--- src/verilog/im2col_pkg.sv ---
`default_nettype none

package im2col_pkg;

  // DMA and descriptor queue sizing
  localparam int unsigned DMA_CH_NUM   = 4;
  localparam int unsigned DMA_CH_IDX_W = 2;
  localparam int unsigned FIFO_DEPTH   = 8;

  localparam logic [31:0] DMA_BASE_ADDR = 32'h5000_0000;
  localparam logic [31:0] DMA_CH_SIZE   = 32'h0000_0100;

  // Per-channel DMA register offsets
  localparam logic [31:0] DMA_DIM_OFFSET        = 32'h3C;
  localparam logic [31:0] DMA_SLOTS_OFFSET      = 32'h28;
  localparam logic [31:0] DMA_SRC_DT_OFFSET     = 32'h2C;
  localparam logic [31:0] DMA_DST_DT_OFFSET     = 32'h30;
  localparam logic [31:0] DMA_TOP_PAD_OFFSET    = 32'h44;
  localparam logic [31:0] DMA_BOTTOM_PAD_OFFSET = 32'h48;
  localparam logic [31:0] DMA_LEFT_PAD_OFFSET   = 32'h4C;
  localparam logic [31:0] DMA_RIGHT_PAD_OFFSET  = 32'h50;
  localparam logic [31:0] DMA_SRC_PTR_OFFSET    = 32'h0;
  localparam logic [31:0] DMA_DST_PTR_OFFSET    = 32'h4;
  localparam logic [31:0] DMA_SRC_INC_D1_OFFSET = 32'h18;
  localparam logic [31:0] DMA_SRC_INC_D2_OFFSET = 32'h1C;
  localparam logic [31:0] DMA_DST_INC_D1_OFFSET = 32'h20;
  localparam logic [31:0] DMA_DST_INC_D2_OFFSET = 32'h24;
  localparam logic [31:0] DMA_SIZE_D2_OFFSET    = 32'h10;
  localparam logic [31:0] DMA_SIZE_D1_OFFSET    = 32'hC;

  // Register field masks
  localparam logic [31:0] MASK_PAD    = 32'h0000_003F;
  localparam logic [31:0] MASK_INC_D2 = 32'h007F_FFFF;
  localparam logic [31:0] MASK_SIZE   = 32'h0000_FFFF;

  // Descriptor and configuration field widths
  localparam int unsigned PAD_W    = 8;
  localparam int unsigned INC_D2_W = 23;
  localparam int unsigned SIZE_W   = 16;
  localparam int unsigned SLOT_W   = 16;
  localparam int unsigned STRIDE_W = 4;
  localparam int unsigned DTYPE_W  = 2;

  // Element counts are shifted left by two minus the element width code
  typedef enum logic [DTYPE_W-1:0] {
    DT_WORD = 2'd0,
    DT_HALF = 2'd1,
    DT_BYTE = 2'd2
  } data_type_e;

  // Register writes in the order the DMA expects them
  typedef enum logic [4:0] {
    LOAD_IDLE,
    LOAD_DIM,
    LOAD_SLOTS,
    LOAD_SRC_DT,
    LOAD_DST_DT,
    LOAD_TOP_PAD,
    LOAD_BOTTOM_PAD,
    LOAD_LEFT_PAD,
    LOAD_RIGHT_PAD,
    LOAD_SRC_PTR,
    LOAD_DST_PTR,
    LOAD_SRC_INC_D1,
    LOAD_SRC_INC_D2,
    LOAD_DST_INC_D1,
    LOAD_DST_INC_D2,
    LOAD_SIZE_D2,
    LOAD_SIZE_D1,
    LOAD_DONE
  } load_step_e;

  typedef enum logic [1:0] {
    CTRL_IDLE,
    CTRL_GET,
    CTRL_LOAD
  } ctrl_state_e;

endpackage

`default_nettype wire

--- src/verilog/im2col_channel_tracker.sv ---
`timescale 1ns/1ps
`default_nettype none

module im2col_channel_tracker
  import im2col_pkg::*;
(
  input  logic                    clk_i,
  input  logic                    rst_ni,
  input  logic                    clear_i,
  input  logic                    alloc_i,
  input  logic [DMA_CH_NUM-1:0]   ch_mask_i,
  input  logic [DMA_CH_NUM-1:0]   dma_done_i,
  output logic [DMA_CH_IDX_W-1:0] free_ch_o,
  output logic                    ch_full_o,
  output logic                    first_used_o,
  output logic                    any_busy_o
);

  logic [DMA_CH_NUM-1:0]   busy_q;
  logic [DMA_CH_NUM-1:0]   first_used_q;
  logic [DMA_CH_NUM-1:0]   avail;
  logic [DMA_CH_IDX_W-1:0] lowest_free;
  logic [DMA_CH_IDX_W-1:0] work_ch_q;

  // Enabled channels that carry no transfer
  assign avail = ch_mask_i & ~busy_q;

  // Scan from the top so the lowest index wins
  always_comb begin
    lowest_free = '0;
    for (int i = DMA_CH_NUM - 1; i >= 0; i--) begin
      if (avail[i]) begin
        lowest_free = DMA_CH_IDX_W'(i);
      end
    end
  end

  assign ch_full_o    = ~|avail;
  assign any_busy_o   = |busy_q;
  // Decides whether the claimed channel still needs its static registers
  assign first_used_o = first_used_q[lowest_free];
  assign free_ch_o    = work_ch_q;

  always_ff @(posedge clk_i or negedge rst_ni) begin
    if (!rst_ni) begin
      busy_q       <= '0;
      first_used_q <= '0;
      work_ch_q    <= '0;
    end else begin
      // Channel completion frees a busy channel
      busy_q <= busy_q & ~dma_done_i;
      if (alloc_i) begin
        busy_q[lowest_free]       <= 1'b1;
        first_used_q[lowest_free] <= 1'b1;
        work_ch_q                 <= lowest_free;
      end
      // A new run forgets all occupancy
      if (clear_i) begin
        busy_q       <= '0;
        first_used_q <= '0;
      end
    end
  end

endmodule

`default_nettype wire

--- src/verilog/im2col_completion.sv ---
`timescale 1ns/1ps
`default_nettype none

module im2col_completion
  import im2col_pkg::*;
(
  input  logic clk_i,
  input  logic rst_ni,
  input  logic start_i,
  input  logic stream_end_i,
  input  logic fifo_empty_i,
  input  logic loader_idle_i,
  input  logic any_ch_busy_i,
  input  logic irq_en_i,
  input  logic irq_clear_i,
  output logic stream_closed_o,
  output logic busy_o,
  output logic done_o,
  output logic irq_o
);

  logic end_seen_q;
  logic closed_q;
  logic busy_q;
  logic done_q;
  logic irq_q;
  logic done_d;

  // Everything drained and every channel released
  assign done_d = end_seen_q & fifo_empty_i & loader_idle_i & ~any_ch_busy_i & ~done_q;

  assign stream_closed_o = closed_q;
  assign busy_o          = busy_q;
  assign done_o          = done_q;
  assign irq_o           = irq_q;

  always_ff @(posedge clk_i or negedge rst_ni) begin
    if (!rst_ni) begin
      end_seen_q <= 1'b0;
      closed_q   <= 1'b0;
      busy_q     <= 1'b0;
      done_q     <= 1'b0;
      irq_q      <= 1'b0;
    end else begin
      done_q <= done_d;
      if (start_i) begin
        end_seen_q <= 1'b0;
      end else if (stream_end_i) begin
        end_seen_q <= 1'b1;
      end else if (done_q) begin
        end_seen_q <= 1'b0;
      end
      // No further picks once the stream has ended and drained
      if (start_i) begin
        closed_q <= 1'b0;
      end else if (end_seen_q && fifo_empty_i && loader_idle_i) begin
        closed_q <= 1'b1;
      end
      if (start_i) begin
        busy_q <= 1'b1;
      end else if (done_q) begin
        busy_q <= 1'b0;
      end
      if (done_d && irq_en_i) begin
        irq_q <= 1'b1;
      end else if (irq_clear_i) begin
        irq_q <= 1'b0;
      end
    end
  end

endmodule

`default_nettype wire

--- src/verilog/im2col_desc_fifo.sv ---
`timescale 1ns/1ps
`default_nettype none

module im2col_desc_fifo
  import im2col_pkg::*;
(
  input  logic                clk_i,
  input  logic                rst_ni,
  input  logic                push_i,
  input  logic                pop_i,
  input  logic [PAD_W-1:0]    top_pad_i,
  input  logic [PAD_W-1:0]    bottom_pad_i,
  input  logic [PAD_W-1:0]    left_pad_i,
  input  logic [PAD_W-1:0]    right_pad_i,
  input  logic [31:0]         in_ptr_i,
  input  logic [31:0]         out_ptr_i,
  input  logic [INC_D2_W-1:0] in_inc_d2_i,
  input  logic [SIZE_W-1:0]   size_d1_i,
  input  logic [SIZE_W-1:0]   size_d2_i,
  output logic [PAD_W-1:0]    top_pad_o,
  output logic [PAD_W-1:0]    bottom_pad_o,
  output logic [PAD_W-1:0]    left_pad_o,
  output logic [PAD_W-1:0]    right_pad_o,
  output logic [31:0]         in_ptr_o,
  output logic [31:0]         out_ptr_o,
  output logic [INC_D2_W-1:0] in_inc_d2_o,
  output logic [SIZE_W-1:0]   size_d1_o,
  output logic [SIZE_W-1:0]   size_d2_o,
  output logic                empty_o,
  output logic                full_o
);

  localparam int unsigned PTR_W   = $clog2(FIFO_DEPTH);
  localparam int unsigned ENTRY_W = 4 * PAD_W + 64 + INC_D2_W + 2 * SIZE_W;

  logic [ENTRY_W-1:0] mem_q [FIFO_DEPTH];
  logic [PTR_W-1:0]   wr_ptr_q;
  logic [PTR_W-1:0]   rd_ptr_q;
  logic [PTR_W:0]     count_q;
  logic               do_push;
  logic               do_pop;

  assign full_o  = (count_q == (PTR_W + 1)'(FIFO_DEPTH));
  assign empty_o = (count_q == '0);
  // A push while full is dropped
  assign do_push = push_i & ~full_o;
  assign do_pop  = pop_i & ~empty_o;

  // Head entry falls through to the outputs
  assign {top_pad_o, bottom_pad_o, left_pad_o, right_pad_o, in_ptr_o, out_ptr_o,
          in_inc_d2_o, size_d1_o, size_d2_o} = mem_q[rd_ptr_q];

  always_ff @(posedge clk_i) begin
    if (do_push) begin
      mem_q[wr_ptr_q] <= {top_pad_i, bottom_pad_i, left_pad_i, right_pad_i, in_ptr_i,
                          out_ptr_i, in_inc_d2_i, size_d1_i, size_d2_i};
    end
  end

  always_ff @(posedge clk_i or negedge rst_ni) begin
    if (!rst_ni) begin
      wr_ptr_q <= '0;
      rd_ptr_q <= '0;
      count_q  <= '0;
    end else begin
      if (do_push) begin
        wr_ptr_q <= wr_ptr_q + 1'b1;
      end
      if (do_pop) begin
        rd_ptr_q <= rd_ptr_q + 1'b1;
      end
      if (do_push && !do_pop) begin
        count_q <= count_q + 1'b1;
      end else if (do_pop && !do_push) begin
        count_q <= count_q - 1'b1;
      end
    end
  end

endmodule

`default_nettype wire

--- src/verilog/im2col_dma_loader.sv ---
`timescale 1ns/1ps
`default_nettype none

module im2col_dma_loader
  import im2col_pkg::*;
(
  input  logic                    clk_i,
  input  logic                    rst_ni,
  input  logic                    fifo_empty_i,
  input  logic [PAD_W-1:0]        top_pad_i,
  input  logic [PAD_W-1:0]        bottom_pad_i,
  input  logic [PAD_W-1:0]        left_pad_i,
  input  logic [PAD_W-1:0]        right_pad_i,
  input  logic [31:0]             in_ptr_i,
  input  logic [31:0]             out_ptr_i,
  input  logic [INC_D2_W-1:0]     in_inc_d2_i,
  input  logic [SIZE_W-1:0]       size_d1_i,
  input  logic [SIZE_W-1:0]       size_d2_i,
  input  logic [DMA_CH_IDX_W-1:0] work_ch_i,
  input  logic                    ch_full_i,
  input  logic                    first_used_i,
  input  logic                    stream_closed_i,
  input  data_type_e              data_type_i,
  input  logic [STRIDE_W-1:0]     log_stride_i,
  input  logic [SLOT_W-1:0]       tx_slot_i,
  input  logic [SLOT_W-1:0]       rx_slot_i,
  input  logic                    wr_done_i,
  output logic                    fifo_pop_o,
  output logic                    alloc_o,
  output logic                    idle_o,
  output logic                    wr_req_o,
  output logic [31:0]             wr_addr_o,
  output logic [31:0]             wr_data_o
);

  ctrl_state_e ctrl_q;
  ctrl_state_e ctrl_d;
  load_step_e  step_q;
  load_step_e  step_d;
  logic        can_pick;
  logic        load_done;
  logic [1:0]  shamt;
  logic [31:0] ch_base;
  logic [31:0] offset;

  assign can_pick  = ~fifo_empty_i & ~ch_full_i & ~stream_closed_i;
  assign load_done = (step_q == LOAD_DONE);
  // Element counts become byte counts
  assign shamt     = 2'd2 - data_type_i;
  assign ch_base   = DMA_BASE_ADDR + {{(32 - DMA_CH_IDX_W){1'b0}}, work_ch_i} * DMA_CH_SIZE;

  assign fifo_pop_o = load_done;
  assign alloc_o    = (ctrl_q == CTRL_GET) & can_pick;
  assign idle_o     = (ctrl_q == CTRL_IDLE);
  assign wr_req_o   = (step_q != LOAD_IDLE) & ~load_done;
  assign wr_addr_o  = ch_base + offset;

  always_comb begin
    ctrl_d = ctrl_q;
    unique case (ctrl_q)
      CTRL_IDLE: begin
        if (can_pick) begin
          ctrl_d = CTRL_GET;
        end
      end
      CTRL_GET: begin
        ctrl_d = can_pick ? CTRL_LOAD : CTRL_IDLE;
      end
      CTRL_LOAD: begin
        if (load_done) begin
          ctrl_d = CTRL_IDLE;
        end
      end
      default: ctrl_d = CTRL_IDLE;
    endcase
  end

  // A channel that was already programmed skips the static registers
  always_comb begin
    step_d = step_q;
    if (alloc_o) begin
      step_d = first_used_i ? LOAD_TOP_PAD : LOAD_DIM;
    end else if (load_done) begin
      step_d = LOAD_IDLE;
    end else if (wr_req_o && wr_done_i) begin
      step_d = load_step_e'(step_q + 5'd1);
    end
  end

  // Register offset and payload of the current step
  always_comb begin
    offset    = '0;
    wr_data_o = '0;
    unique case (step_q)
      LOAD_DIM: begin
        offset    = DMA_DIM_OFFSET;
        wr_data_o = 32'd1;
      end
      LOAD_SLOTS: begin
        offset    = DMA_SLOTS_OFFSET;
        wr_data_o = {tx_slot_i, rx_slot_i};
      end
      LOAD_SRC_DT: begin
        offset    = DMA_SRC_DT_OFFSET;
        wr_data_o = {30'd0, data_type_i};
      end
      LOAD_DST_DT: begin
        offset    = DMA_DST_DT_OFFSET;
        wr_data_o = {30'd0, data_type_i};
      end
      LOAD_TOP_PAD: begin
        offset    = DMA_TOP_PAD_OFFSET;
        wr_data_o = ({24'd0, top_pad_i} << shamt) & MASK_PAD;
      end
      LOAD_BOTTOM_PAD: begin
        offset    = DMA_BOTTOM_PAD_OFFSET;
        wr_data_o = ({24'd0, bottom_pad_i} << shamt) & MASK_PAD;
      end
      LOAD_LEFT_PAD: begin
        offset    = DMA_LEFT_PAD_OFFSET;
        wr_data_o = ({24'd0, left_pad_i} << shamt) & MASK_PAD;
      end
      LOAD_RIGHT_PAD: begin
        offset    = DMA_RIGHT_PAD_OFFSET;
        wr_data_o = ({24'd0, right_pad_i} << shamt) & MASK_PAD;
      end
      LOAD_SRC_PTR: begin
        offset    = DMA_SRC_PTR_OFFSET;
        wr_data_o = in_ptr_i;
      end
      LOAD_DST_PTR: begin
        offset    = DMA_DST_PTR_OFFSET;
        wr_data_o = out_ptr_i;
      end
      LOAD_SRC_INC_D1: begin
        offset    = DMA_SRC_INC_D1_OFFSET;
        wr_data_o = ((32'd1 << log_stride_i) << shamt) & MASK_PAD;
      end
      LOAD_SRC_INC_D2: begin
        offset    = DMA_SRC_INC_D2_OFFSET;
        wr_data_o = ({9'd0, in_inc_d2_i} << shamt) & MASK_INC_D2;
      end
      LOAD_DST_INC_D1: begin
        offset    = DMA_DST_INC_D1_OFFSET;
        wr_data_o = (32'd4 >> data_type_i) & MASK_PAD;
      end
      LOAD_DST_INC_D2: begin
        offset    = DMA_DST_INC_D2_OFFSET;
        wr_data_o = (32'd4 >> data_type_i) & MASK_INC_D2;
      end
      LOAD_SIZE_D2: begin
        offset    = DMA_SIZE_D2_OFFSET;
        wr_data_o = ({16'd0, size_d2_i} << shamt) & MASK_SIZE;
      end
      LOAD_SIZE_D1: begin
        offset    = DMA_SIZE_D1_OFFSET;
        wr_data_o = ({16'd0, size_d1_i} << shamt) & MASK_SIZE;
      end
      default: ;
    endcase
  end

  always_ff @(posedge clk_i or negedge rst_ni) begin
    if (!rst_ni) begin
      ctrl_q <= CTRL_IDLE;
      step_q <= LOAD_IDLE;
    end else begin
      ctrl_q <= ctrl_d;
      step_q <= step_d;
    end
  end

endmodule

`default_nettype wire

--- src/verilog/im2col_top.sv ---
`timescale 1ns/1ps
`default_nettype none

module im2col_top
  import im2col_pkg::*;
(
  input  logic                  clk_i,
  input  logic                  rst_ni,
  input  data_type_e            data_type_i,
  input  logic [STRIDE_W-1:0]   log_stride_i,
  input  logic [SLOT_W-1:0]     tx_slot_i,
  input  logic [SLOT_W-1:0]     rx_slot_i,
  input  logic [DMA_CH_NUM-1:0] ch_mask_i,
  input  logic                  irq_en_i,
  input  logic                  start_i,
  input  logic                  stream_end_i,
  input  logic                  irq_clear_i,
  input  logic                  desc_push_i,
  input  logic [PAD_W-1:0]      desc_top_pad_i,
  input  logic [PAD_W-1:0]      desc_bottom_pad_i,
  input  logic [PAD_W-1:0]      desc_left_pad_i,
  input  logic [PAD_W-1:0]      desc_right_pad_i,
  input  logic [31:0]           desc_in_ptr_i,
  input  logic [31:0]           desc_out_ptr_i,
  input  logic [INC_D2_W-1:0]   desc_in_inc_d2_i,
  input  logic [SIZE_W-1:0]     desc_size_d1_i,
  input  logic [SIZE_W-1:0]     desc_size_d2_i,
  output logic                  desc_full_o,
  output logic                  wr_req_o,
  output logic [31:0]           wr_addr_o,
  output logic [31:0]           wr_data_o,
  input  logic                  wr_done_i,
  input  logic [DMA_CH_NUM-1:0] dma_done_i,
  output logic                  busy_o,
  output logic                  done_o,
  output logic                  irq_o
);

  // FIFO head
  logic [PAD_W-1:0]    top_pad;
  logic [PAD_W-1:0]    bottom_pad;
  logic [PAD_W-1:0]    left_pad;
  logic [PAD_W-1:0]    right_pad;
  logic [31:0]         in_ptr;
  logic [31:0]         out_ptr;
  logic [INC_D2_W-1:0] in_inc_d2;
  logic [SIZE_W-1:0]   size_d1;
  logic [SIZE_W-1:0]   size_d2;
  logic                fifo_empty;
  logic                fifo_pop;

  logic [DMA_CH_IDX_W-1:0] free_ch;
  logic                    ch_full;
  logic                    ch_first_used;
  logic                    any_ch_busy;
  logic                    alloc;
  logic                    loader_idle;
  logic                    stream_closed;
  logic                    done;

  assign done_o = done;

  im2col_desc_fifo u_fifo (
    .clk_i        (clk_i),
    .rst_ni       (rst_ni),
    .push_i       (desc_push_i),
    .pop_i        (fifo_pop),
    .top_pad_i    (desc_top_pad_i),
    .bottom_pad_i (desc_bottom_pad_i),
    .left_pad_i   (desc_left_pad_i),
    .right_pad_i  (desc_right_pad_i),
    .in_ptr_i     (desc_in_ptr_i),
    .out_ptr_i    (desc_out_ptr_i),
    .in_inc_d2_i  (desc_in_inc_d2_i),
    .size_d1_i    (desc_size_d1_i),
    .size_d2_i    (desc_size_d2_i),
    .top_pad_o    (top_pad),
    .bottom_pad_o (bottom_pad),
    .left_pad_o   (left_pad),
    .right_pad_o  (right_pad),
    .in_ptr_o     (in_ptr),
    .out_ptr_o    (out_ptr),
    .in_inc_d2_o  (in_inc_d2),
    .size_d1_o    (size_d1),
    .size_d2_o    (size_d2),
    .empty_o      (fifo_empty),
    .full_o       (desc_full_o)
  );

  // Channel state is reset by the start pulse and freed by the DMA
  im2col_channel_tracker u_tracker (
    .clk_i        (clk_i),
    .rst_ni       (rst_ni),
    .clear_i      (start_i),
    .alloc_i      (alloc),
    .ch_mask_i    (ch_mask_i),
    .dma_done_i   (dma_done_i),
    .free_ch_o    (free_ch),
    .ch_full_o    (ch_full),
    .first_used_o (ch_first_used),
    .any_busy_o   (any_ch_busy)
  );

  im2col_dma_loader u_loader (
    .clk_i           (clk_i),
    .rst_ni          (rst_ni),
    .fifo_empty_i    (fifo_empty),
    .top_pad_i       (top_pad),
    .bottom_pad_i    (bottom_pad),
    .left_pad_i      (left_pad),
    .right_pad_i     (right_pad),
    .in_ptr_i        (in_ptr),
    .out_ptr_i       (out_ptr),
    .in_inc_d2_i     (in_inc_d2),
    .size_d1_i       (size_d1),
    .size_d2_i       (size_d2),
    .work_ch_i       (free_ch),
    .ch_full_i       (ch_full),
    .first_used_i    (ch_first_used),
    .stream_closed_i (stream_closed),
    .data_type_i     (data_type_i),
    .log_stride_i    (log_stride_i),
    .tx_slot_i       (tx_slot_i),
    .rx_slot_i       (rx_slot_i),
    .wr_done_i       (wr_done_i),
    .fifo_pop_o      (fifo_pop),
    .alloc_o         (alloc),
    .idle_o          (loader_idle),
    .wr_req_o        (wr_req_o),
    .wr_addr_o       (wr_addr_o),
    .wr_data_o       (wr_data_o)
  );

  im2col_completion u_completion (
    .clk_i           (clk_i),
    .rst_ni          (rst_ni),
    .start_i         (start_i),
    .stream_end_i    (stream_end_i),
    .fifo_empty_i    (fifo_empty),
    .loader_idle_i   (loader_idle),
    .any_ch_busy_i   (any_ch_busy),
    .irq_en_i        (irq_en_i),
    .irq_clear_i     (irq_clear_i),
    .stream_closed_o (stream_closed),
    .busy_o          (busy_o),
    .done_o          (done),
    .irq_o           (irq_o)
  );

endmodule

`default_nettype wire
--- config.mk ---
export PLATFORM = sky130hd
export DESIGN_NAME = im2col_top
export DESIGN_NICKNAME = d
export VERILOG_FILES = /design/src/verilog/im2col_pkg.sv /design/src/verilog/im2col_channel_tracker.sv /design/src/verilog/im2col_completion.sv /design/src/verilog/im2col_desc_fifo.sv /design/src/verilog/im2col_dma_loader.sv /design/src/verilog/im2col_top.sv
export SDC_FILE = /design/constraint.sdc
export NUM_CORES = 1
export LEC_CHECK = 0
export ABC_AREA = 0
export BUFFER_PORTS_ARGS = -buffer_cell sky130_fd_sc_hd__clkbuf_2
export CORE_MARGIN = 1.5
export CORE_UTILIZATION = 50
export CTS_BUF_LIST = sky130_fd_sc_hd__clkbuf_2
export CTS_CLUSTER_DIAMETER = 30
export DETAILED_ROUTE_END_ITERATION = 8
export MAX_ROUTING_LAYER = met4
export PLACE_DENSITY = 0.68
export SETUP_SLACK_MARGIN = 0.02
export SYNTH_ARGS = -nofsm -noshare
export SYNTH_HDL_FRONTEND = slang
export SYNTH_SLANG_ARGS = --single-unit
--- constraint.sdc ---
create_clock -name clk_i -period 29.7 [get_ports clk_i]
set_clock_uncertainty 0.1 [all_clocks]
set_input_delay 2.97 -clock clk_i [delete_from_list [all_inputs] [get_ports clk_i]]
set_output_delay 2.97 -clock clk_i [all_outputs]
set_load 0.01 [all_outputs]
==> results.toml, run 1 <==
[hold_path]
hold_end = "u_loader.ctrl_q[0]"
hp-class = "reg -> reg"
holdPathStages = 1
min-delay-start = "u_loader.ctrl_q[0]"

[synth]
synth_edf_count = 1144
synthTopCellsByCount = "1144 x edfxtp_1, 285 x mux4_2, 141 x nand2_1"
yosys.area.top_type = "edfxtp_1"
yosysTopAreaCellShare_pct = 73.28
seq_area_frac_synth_pct = 74.99
yosys-top-cells-area = "edfxtp_1 73%, mux4_2 14%, mux2i_1 2.5%, dfrtp_1 1.7%, nand2_1 1.1%"
synth_ff_type = "edfxtp_1"
synth_most_common_cell = "edfxtp_1"
synth_seq_cells = 1176
syn-cell-area_um2 = 46880
async_flop_share_pct = 2.721
syn_inst = 2299
yosys_warnings = 0
syn_avg_cell_area_um2 = 20.39
ys_types = 60

[worst_setup_path]
cp_cell_sequence = "buf_4, buf_12, buf_4, mux4_2, mux2_2, o21ai_0, o21ai_0, a221oi_1, o221ai_1, clkbuf_2"
critPathMaxStageDelay_ns = 0.86
r2r_cells = 6
cp.arrival_ns = 7.37
r2r-start = "u_fifo.count_q[3]"
r2r-end = "u_fifo.mem_q[5][143]"
crit_required_ns = 26.63
regToRegSetupSlack_ns = 25.36
worstPathMaxFanout = 85
worstSetupPathType = "reg -> out"
crit_slowest_cell = "dfrtp_4"
end_kind = "output port"
startpoint_type = "register"

[detailed_routing]
first_iter_violations = 1985
wl_per_cell_um = 26.14
drt_wl_total_um = 111600
vias = 24740
antenna_left = 0
via_per_inst = 5.795
drc = 0
first_pass_iters = 7

[power]
pwr-share-comb_pct = 22.0
power_density_nw_per_um2 = 80.71
ir_drop_mv = 0.05244
switchingPower_mw = 1.269
p_leak_nw = 17.74
p_int_mw = 2.956
power_frac_seq_pct = 51.0
switching_share_pct = 30.03
clockPowerShare_pct = 26.9

[floorplanning]
core.rowCount = 112
die_w_um = 309.2
ios = 274
fp.dieH_um = 309.2
dieArea_um2 = 95600
start_util_pct = 50.38
core_um2 = 93050

[timing]
setup_viol = 0
max_freq_ghz = 0.09579
hold_viol = 0
finalCritPeriodShare_pct = 35.15
slew_headroom_pct = 19.65
worst_pin_slew_ns = 1.199
rsz0062_at_grt = "no"
finalSetupTns_ns = 0
fin_crit_ns = 10.44
drv_slew = 0

[cts]
cts_resized = 0
clkLatencyLatePin_ns = 1.51
clock-sinks = 1176
cts_setup_buffers = 0
path_clk_slew_ns = 0.10
clk_path_buf_depth = 4
cts_buffers = 319
holdBufCountCts = 0
ctsRootBufferMaster = "clkbuf_2"
cts_tree = "yes"
ctsHtreeMaxLevel = 5

[layout]
postLayoutCellArea_um2 = 52360
area_delta_synth_final_pct = 11.69
drive_gt1_share_pct = 36.43
fin_nets = 2997

[grt]
busiest_layer = "met2"
track_usage_pct = 24.58
grtUsageMet2_pct = 36.52
grt_use_met1_pct = 30.60
grt_pass1_vias = 25610
use_met3_pct = 9.770
overflow = 0
grt_pass1_wl_um = 163100
grt_start_max_net_pins = 137
antenna_found_initial = 28

[job]
max_cap_viol_count = 0

[placed_design]
gp_congestion = 0.9192
io_buffers = 240
post_dp_cell_area_um2 = 49390
dp_hpwl_um = 65290

[outcome]
status = "completed"
## sequential cells by signal, indices dropped and copies added (netlist names)
| register | count |
|---|---|
| u_fifo.mem_q | 1144 |
| u_loader.step_q | 5 |
| u_fifo.count_q | 4 |
| u_tracker.busy_q | 4 |
| u_tracker.first_used_q | 4 |
| u_fifo.rd_ptr_q | 3 |
| u_fifo.wr_ptr_q | 3 |
| u_loader.ctrl_q | 2 |
| u_tracker.free_ch_o | 2 |
| u_completion.busy_o | 1 |
| u_completion.done_o | 1 |
| u_completion.end_seen_q | 1 |
| u_completion.irq_o | 1 |
| u_completion.stream_closed_o | 1 |
## cell families (layout without fill, tap and decap cells)
group	after synthesis	count (layout)	share of synthesized area, %
compound gates	213	213	2.915
xor+xnor	10	10	0.1868
fa+ha+maj	14	14	0.3897
buf+inv	166	828	1.900
flops	1176	1176	74.99
mux	428	428	16.85
other cells	2	55	0.01602
simple gates	290	290	2.757
## worst max-delay path by stage
| stage | from | to | slack [ns] | depth (start not counted) |
|---|---|---|---|---|
| after floorplan | desc_push_i | u_fifo.mem_q[0][0] | 15.70 | 4 |
| after global placement | data_type_i[0] | wr_data_o[4] | 19.84 | 11 |
| after detailed placement | data_type_i[0] | wr_data_o[4] | 19.80 | 11 |
| after CTS | u_fifo.rd_ptr_q[0] | wr_data_o[8] | 18.97 | 10 |
| after global routing | u_fifo.rd_ptr_q[0] | wr_data_o[8] | 18.66 | 10 |
| final | u_fifo.rd_ptr_q[0] | wr_data_o[8] | 19.26 | 10 |
## final cells by class
| cell class | count | area [um2] |
|---|---|---|
| inverters | 20 | 77.57 |
| well taps | 1254 | 1569 |
| clock buffers | 436 | 2182 |
| diodes | 30 | 75.07 |
| repair buffers | 281 | 1572 |
| fillers | 7185 | 40690 |
| flip-flops and latches | 1176 | 35170 |
| clock inverters | 91 | 710.7 |
| multi-input cells | 980 | 11010 |
## layer usage
layer	vias to the layer above	share of wire [%]
met4	0	2.4
met5	-	0
li1	10650	-
met1	12720	39
met3	166	11
met2	1197	48
## through the flow
step / cells / total power, mW / utilization (%) / setup WS, ns / hold slack [ns]
final: 4268 / 4.226 / 56.27 / 19.26 / 0.3650
after detailed placement: 3711 / 3.130 / 53.08 / 19.80 / 0.3496
after CTS: 4238 / 4.266 / 56.19 / 18.97 / 0.3637
after floorplan: 2322 / 2.851 / - / 15.70 / 0.3299
after global routing: 4267 / 4.426 / 56.26 / 18.66 / 0.3914
after global placement: 3711 / 3.099 / 53.08 / 19.84 / 0.3418
## placed cells by master (no fill, tap or decap), types with 30 or more instances in the layout
cell type     n
diode_2      30
clkinv_1     53
nand2_1     141
clkbuf_2    676
o21ai_0      42
a21oi_1      66
nor2_1       60
buf_4        36
mux4_2      285
edfxtp_1   1144
mux2i_1     117
## power by group through the flow
| stage | Combinational [mW] | Clock [mW] | Sequential, mW |
|---|---|---|---|
| floorplan | 0.635 | 0 | 2.22 |
| global placement | 0.923 | 0 | 2.18 |
| detailed placement | 0.934 | 0 | 2.20 |
| CTS | 0.938 | 1.17 | 2.16 |
| global route | 0.997 | 1.25 | 2.18 |
| finish | 0.932 | 1.14 | 2.16 |
## critical path, delay by kind of cell, from the launching register on
family | cells | cell delay, ns
flops | 1 | 0.86
compound gates | 4 | 1.63
mux | 2 | 0.86
buf+inv | 4 | 2.37
Note: power is estimated with default switching activity, not from simulation.
==> run 2: changes to the inputs <==
==> constraint.sdc (replaced) <==
create_clock -name clk_i -period 10.91 [get_ports clk_i]
set_clock_uncertainty 0.1 [all_clocks]
set_input_delay 1.091 -clock clk_i [delete_from_list [all_inputs] [get_ports clk_i]]
set_output_delay 1.091 -clock clk_i [all_outputs]
set_load 0.01 [all_outputs]
==> run 2 against run 1 <==
Global-route usage about the same. Critical endpoint is now wr_data_o[5]. Clock-buffer cell count decreased by 6. Sequential share of layout area decreased by 1.9 points. Non-clock buffer count increased by 164.
==> results.toml, run 2 (synthesis gave the netlist of run 1 again) <==
[cts]
cts_tree = "yes"
clock-sinks = 1176
ctsHtreeMaxLevel = 5
cts_setup_buffers = 0
ctsRootBufferMaster = "clkbuf_2"
cts_buffers = 311
clk_path_buf_depth = 4
clkLatencyLatePin_ns = 1.43
path_clk_slew_ns = 0.11

[grt]
grt_start_max_net_pins = 127
grt_pass1_vias = 26520
grt_pass1_wl_um = 164700
antenna_found_initial = 21
overflow = 0
track_usage_pct = 24.56

[timing]
setup_viol = 0
rsz0062_at_grt = "no"
slew_headroom_pct = 17.89
worst_pin_slew_ns = 1.225
hold_viol = 0
max_freq_ghz = 0.1298
fin_crit_ns = 7.706
drv_slew = 0
finalCritPeriodShare_pct = 70.63
finalSetupTns_ns = 0
hold_slack_ns = 0.2178

[layout]
final_cell_mix = "1144 x edfxtp_1, 670 x clkbuf_2, 285 x mux4_2, 166 x dlygate4sd3_1, 141 x nand2_1"
final_common_cell = "edfxtp_1"
drive_gt1_share_pct = 33.78
largest_reg_flops = 1144
reg_top3 = "u_fifo.mem_q (1144), u_loader.step_q (5)"
fin_nets = 3153
regMostFlops = "u_fifo.mem_q"
area_delta_synth_final_pct = 14.87

[worst_setup_path]
cp.arrival_ns = 6.52
worstPathMaxFanout = 115
r2r-start = "u_fifo.count_q[3]"
end_kind = "output port"
r2r-end = "u_fifo.mem_q[5][9]"
r2r_cells = 6
worstSetupPathType = "reg -> out"
regToRegSetupSlack_ns = 6.41
crit_required_ns = 9.72
startpoint_type = "register"

[floorplanning]
dieArea_um2 = 95600
fp.dieH_um = 309.2
start_util_pct = 50.38
die_w_um = 309.2
ios = 274
core.rowCount = 112
core_um2 = 93050

[outcome]
status = "completed"

[placed_design]
io_buffers = 240
dp_hpwl_um = 63580
gp_congestion = 0.8669

[detailed_routing]
vias = 25250
via_per_inst = 5.709
first_iter_violations = 2626
drt_wl_total_um = 111500
wl_per_cell_um = 25.21
drc = 0
first_pass_iters = 8
antenna_left = 0

[power]
p_leak_nw = 18.34
ir_drop_mv = 0.1588
power_density_nw_per_um2 = 211.8

[job]
max_cap_viol_count = 0

[hold_path]
hp-class = "in -> async"
[run 2: through the flow]
stage | instances | total power [mW] | cell area, um2 | utilization, % | setup slack [ns]
2_1_floorplan | 2322 | 7.735 | 46980 | - | 2.631
3_3_place_gp | 3709 | 8.455 | 49400 | 53.09 | 4.664
3_5_place_dp | 3709 | 8.532 | 49400 | 53.09 | 4.623
4_1_cts | 4401 | 11.53 | 53800 | 57.81 | 2.948
5_1_grt | 4423 | 11.96 | 53850 | 57.87 | 2.712
6_report | 4423 | 11.40 | 53850 | 57.87 | 3.204
[run 2: where the power goes]
| part | internal (mW) | switching [mW] |
|---|---|---|
| sequential | 5.66 | 0.211 |
| clock | 1.25 | 1.70 |
| combinational | 1.04 | 1.54 |
[run 2: critical path, cell delays in order, from the launching register on]
cell       delay [ns]
dfrtp_4          0.95
buf_12           0.74
buf_4            0.63
mux4_2           0.58
nor2b_1          0.14
a211oi_1         0.22
a21oi_1          0.20
and3_1           0.31
nor4_1           0.48
o2111ai_1        0.42
clkbuf_2         0.24
[run 2: layout make-up]
type                       instances  area (um2)
multi-input combinational        980       11020
sequential                      1176       35170
timing repair buffer             445        3231
clock buffer                     430        2152
fill                            7152       39200
inverter                          20       77.57
antenna                           22       55.05
clock inverter                    96       583.1
tap                             1254        1569
[run 2: metal layers]
metal	GRT usage (%)	wire length [um]
met1	32.27	45000
met3	7.290	10910
met4	6.749	1711
met2	37.63	53870
met5	-	0
[run 2: timing repair]
item,CTS,global route
hold endpoints to repair,1199,0
hold buffers,166,0
gates resized for setup,0,0
[run 2: how the worst max path moves through the flow]
| stage | startpoint | end | slack, ns | depth (start not counted) |
|---|---|---|---|---|
| finish | u_fifo.rd_ptr_q[0] | wr_data_o[5] | 3.20 | 10 |
| global route | u_fifo.rd_ptr_q[0] | wr_data_o[4] | 2.71 | 9 |
| CTS | u_fifo.rd_ptr_q[0] | wr_data_o[4] | 2.95 | 9 |
| detailed placement | data_type_i[0] | wr_data_o[5] | 4.62 | 11 |
| global placement | u_fifo.rd_ptr_q[0] | wr_data_o[4] | 4.66 | 9 |
| floorplan | desc_push_i | u_fifo.mem_q[6][0] | 2.63 | 4 |
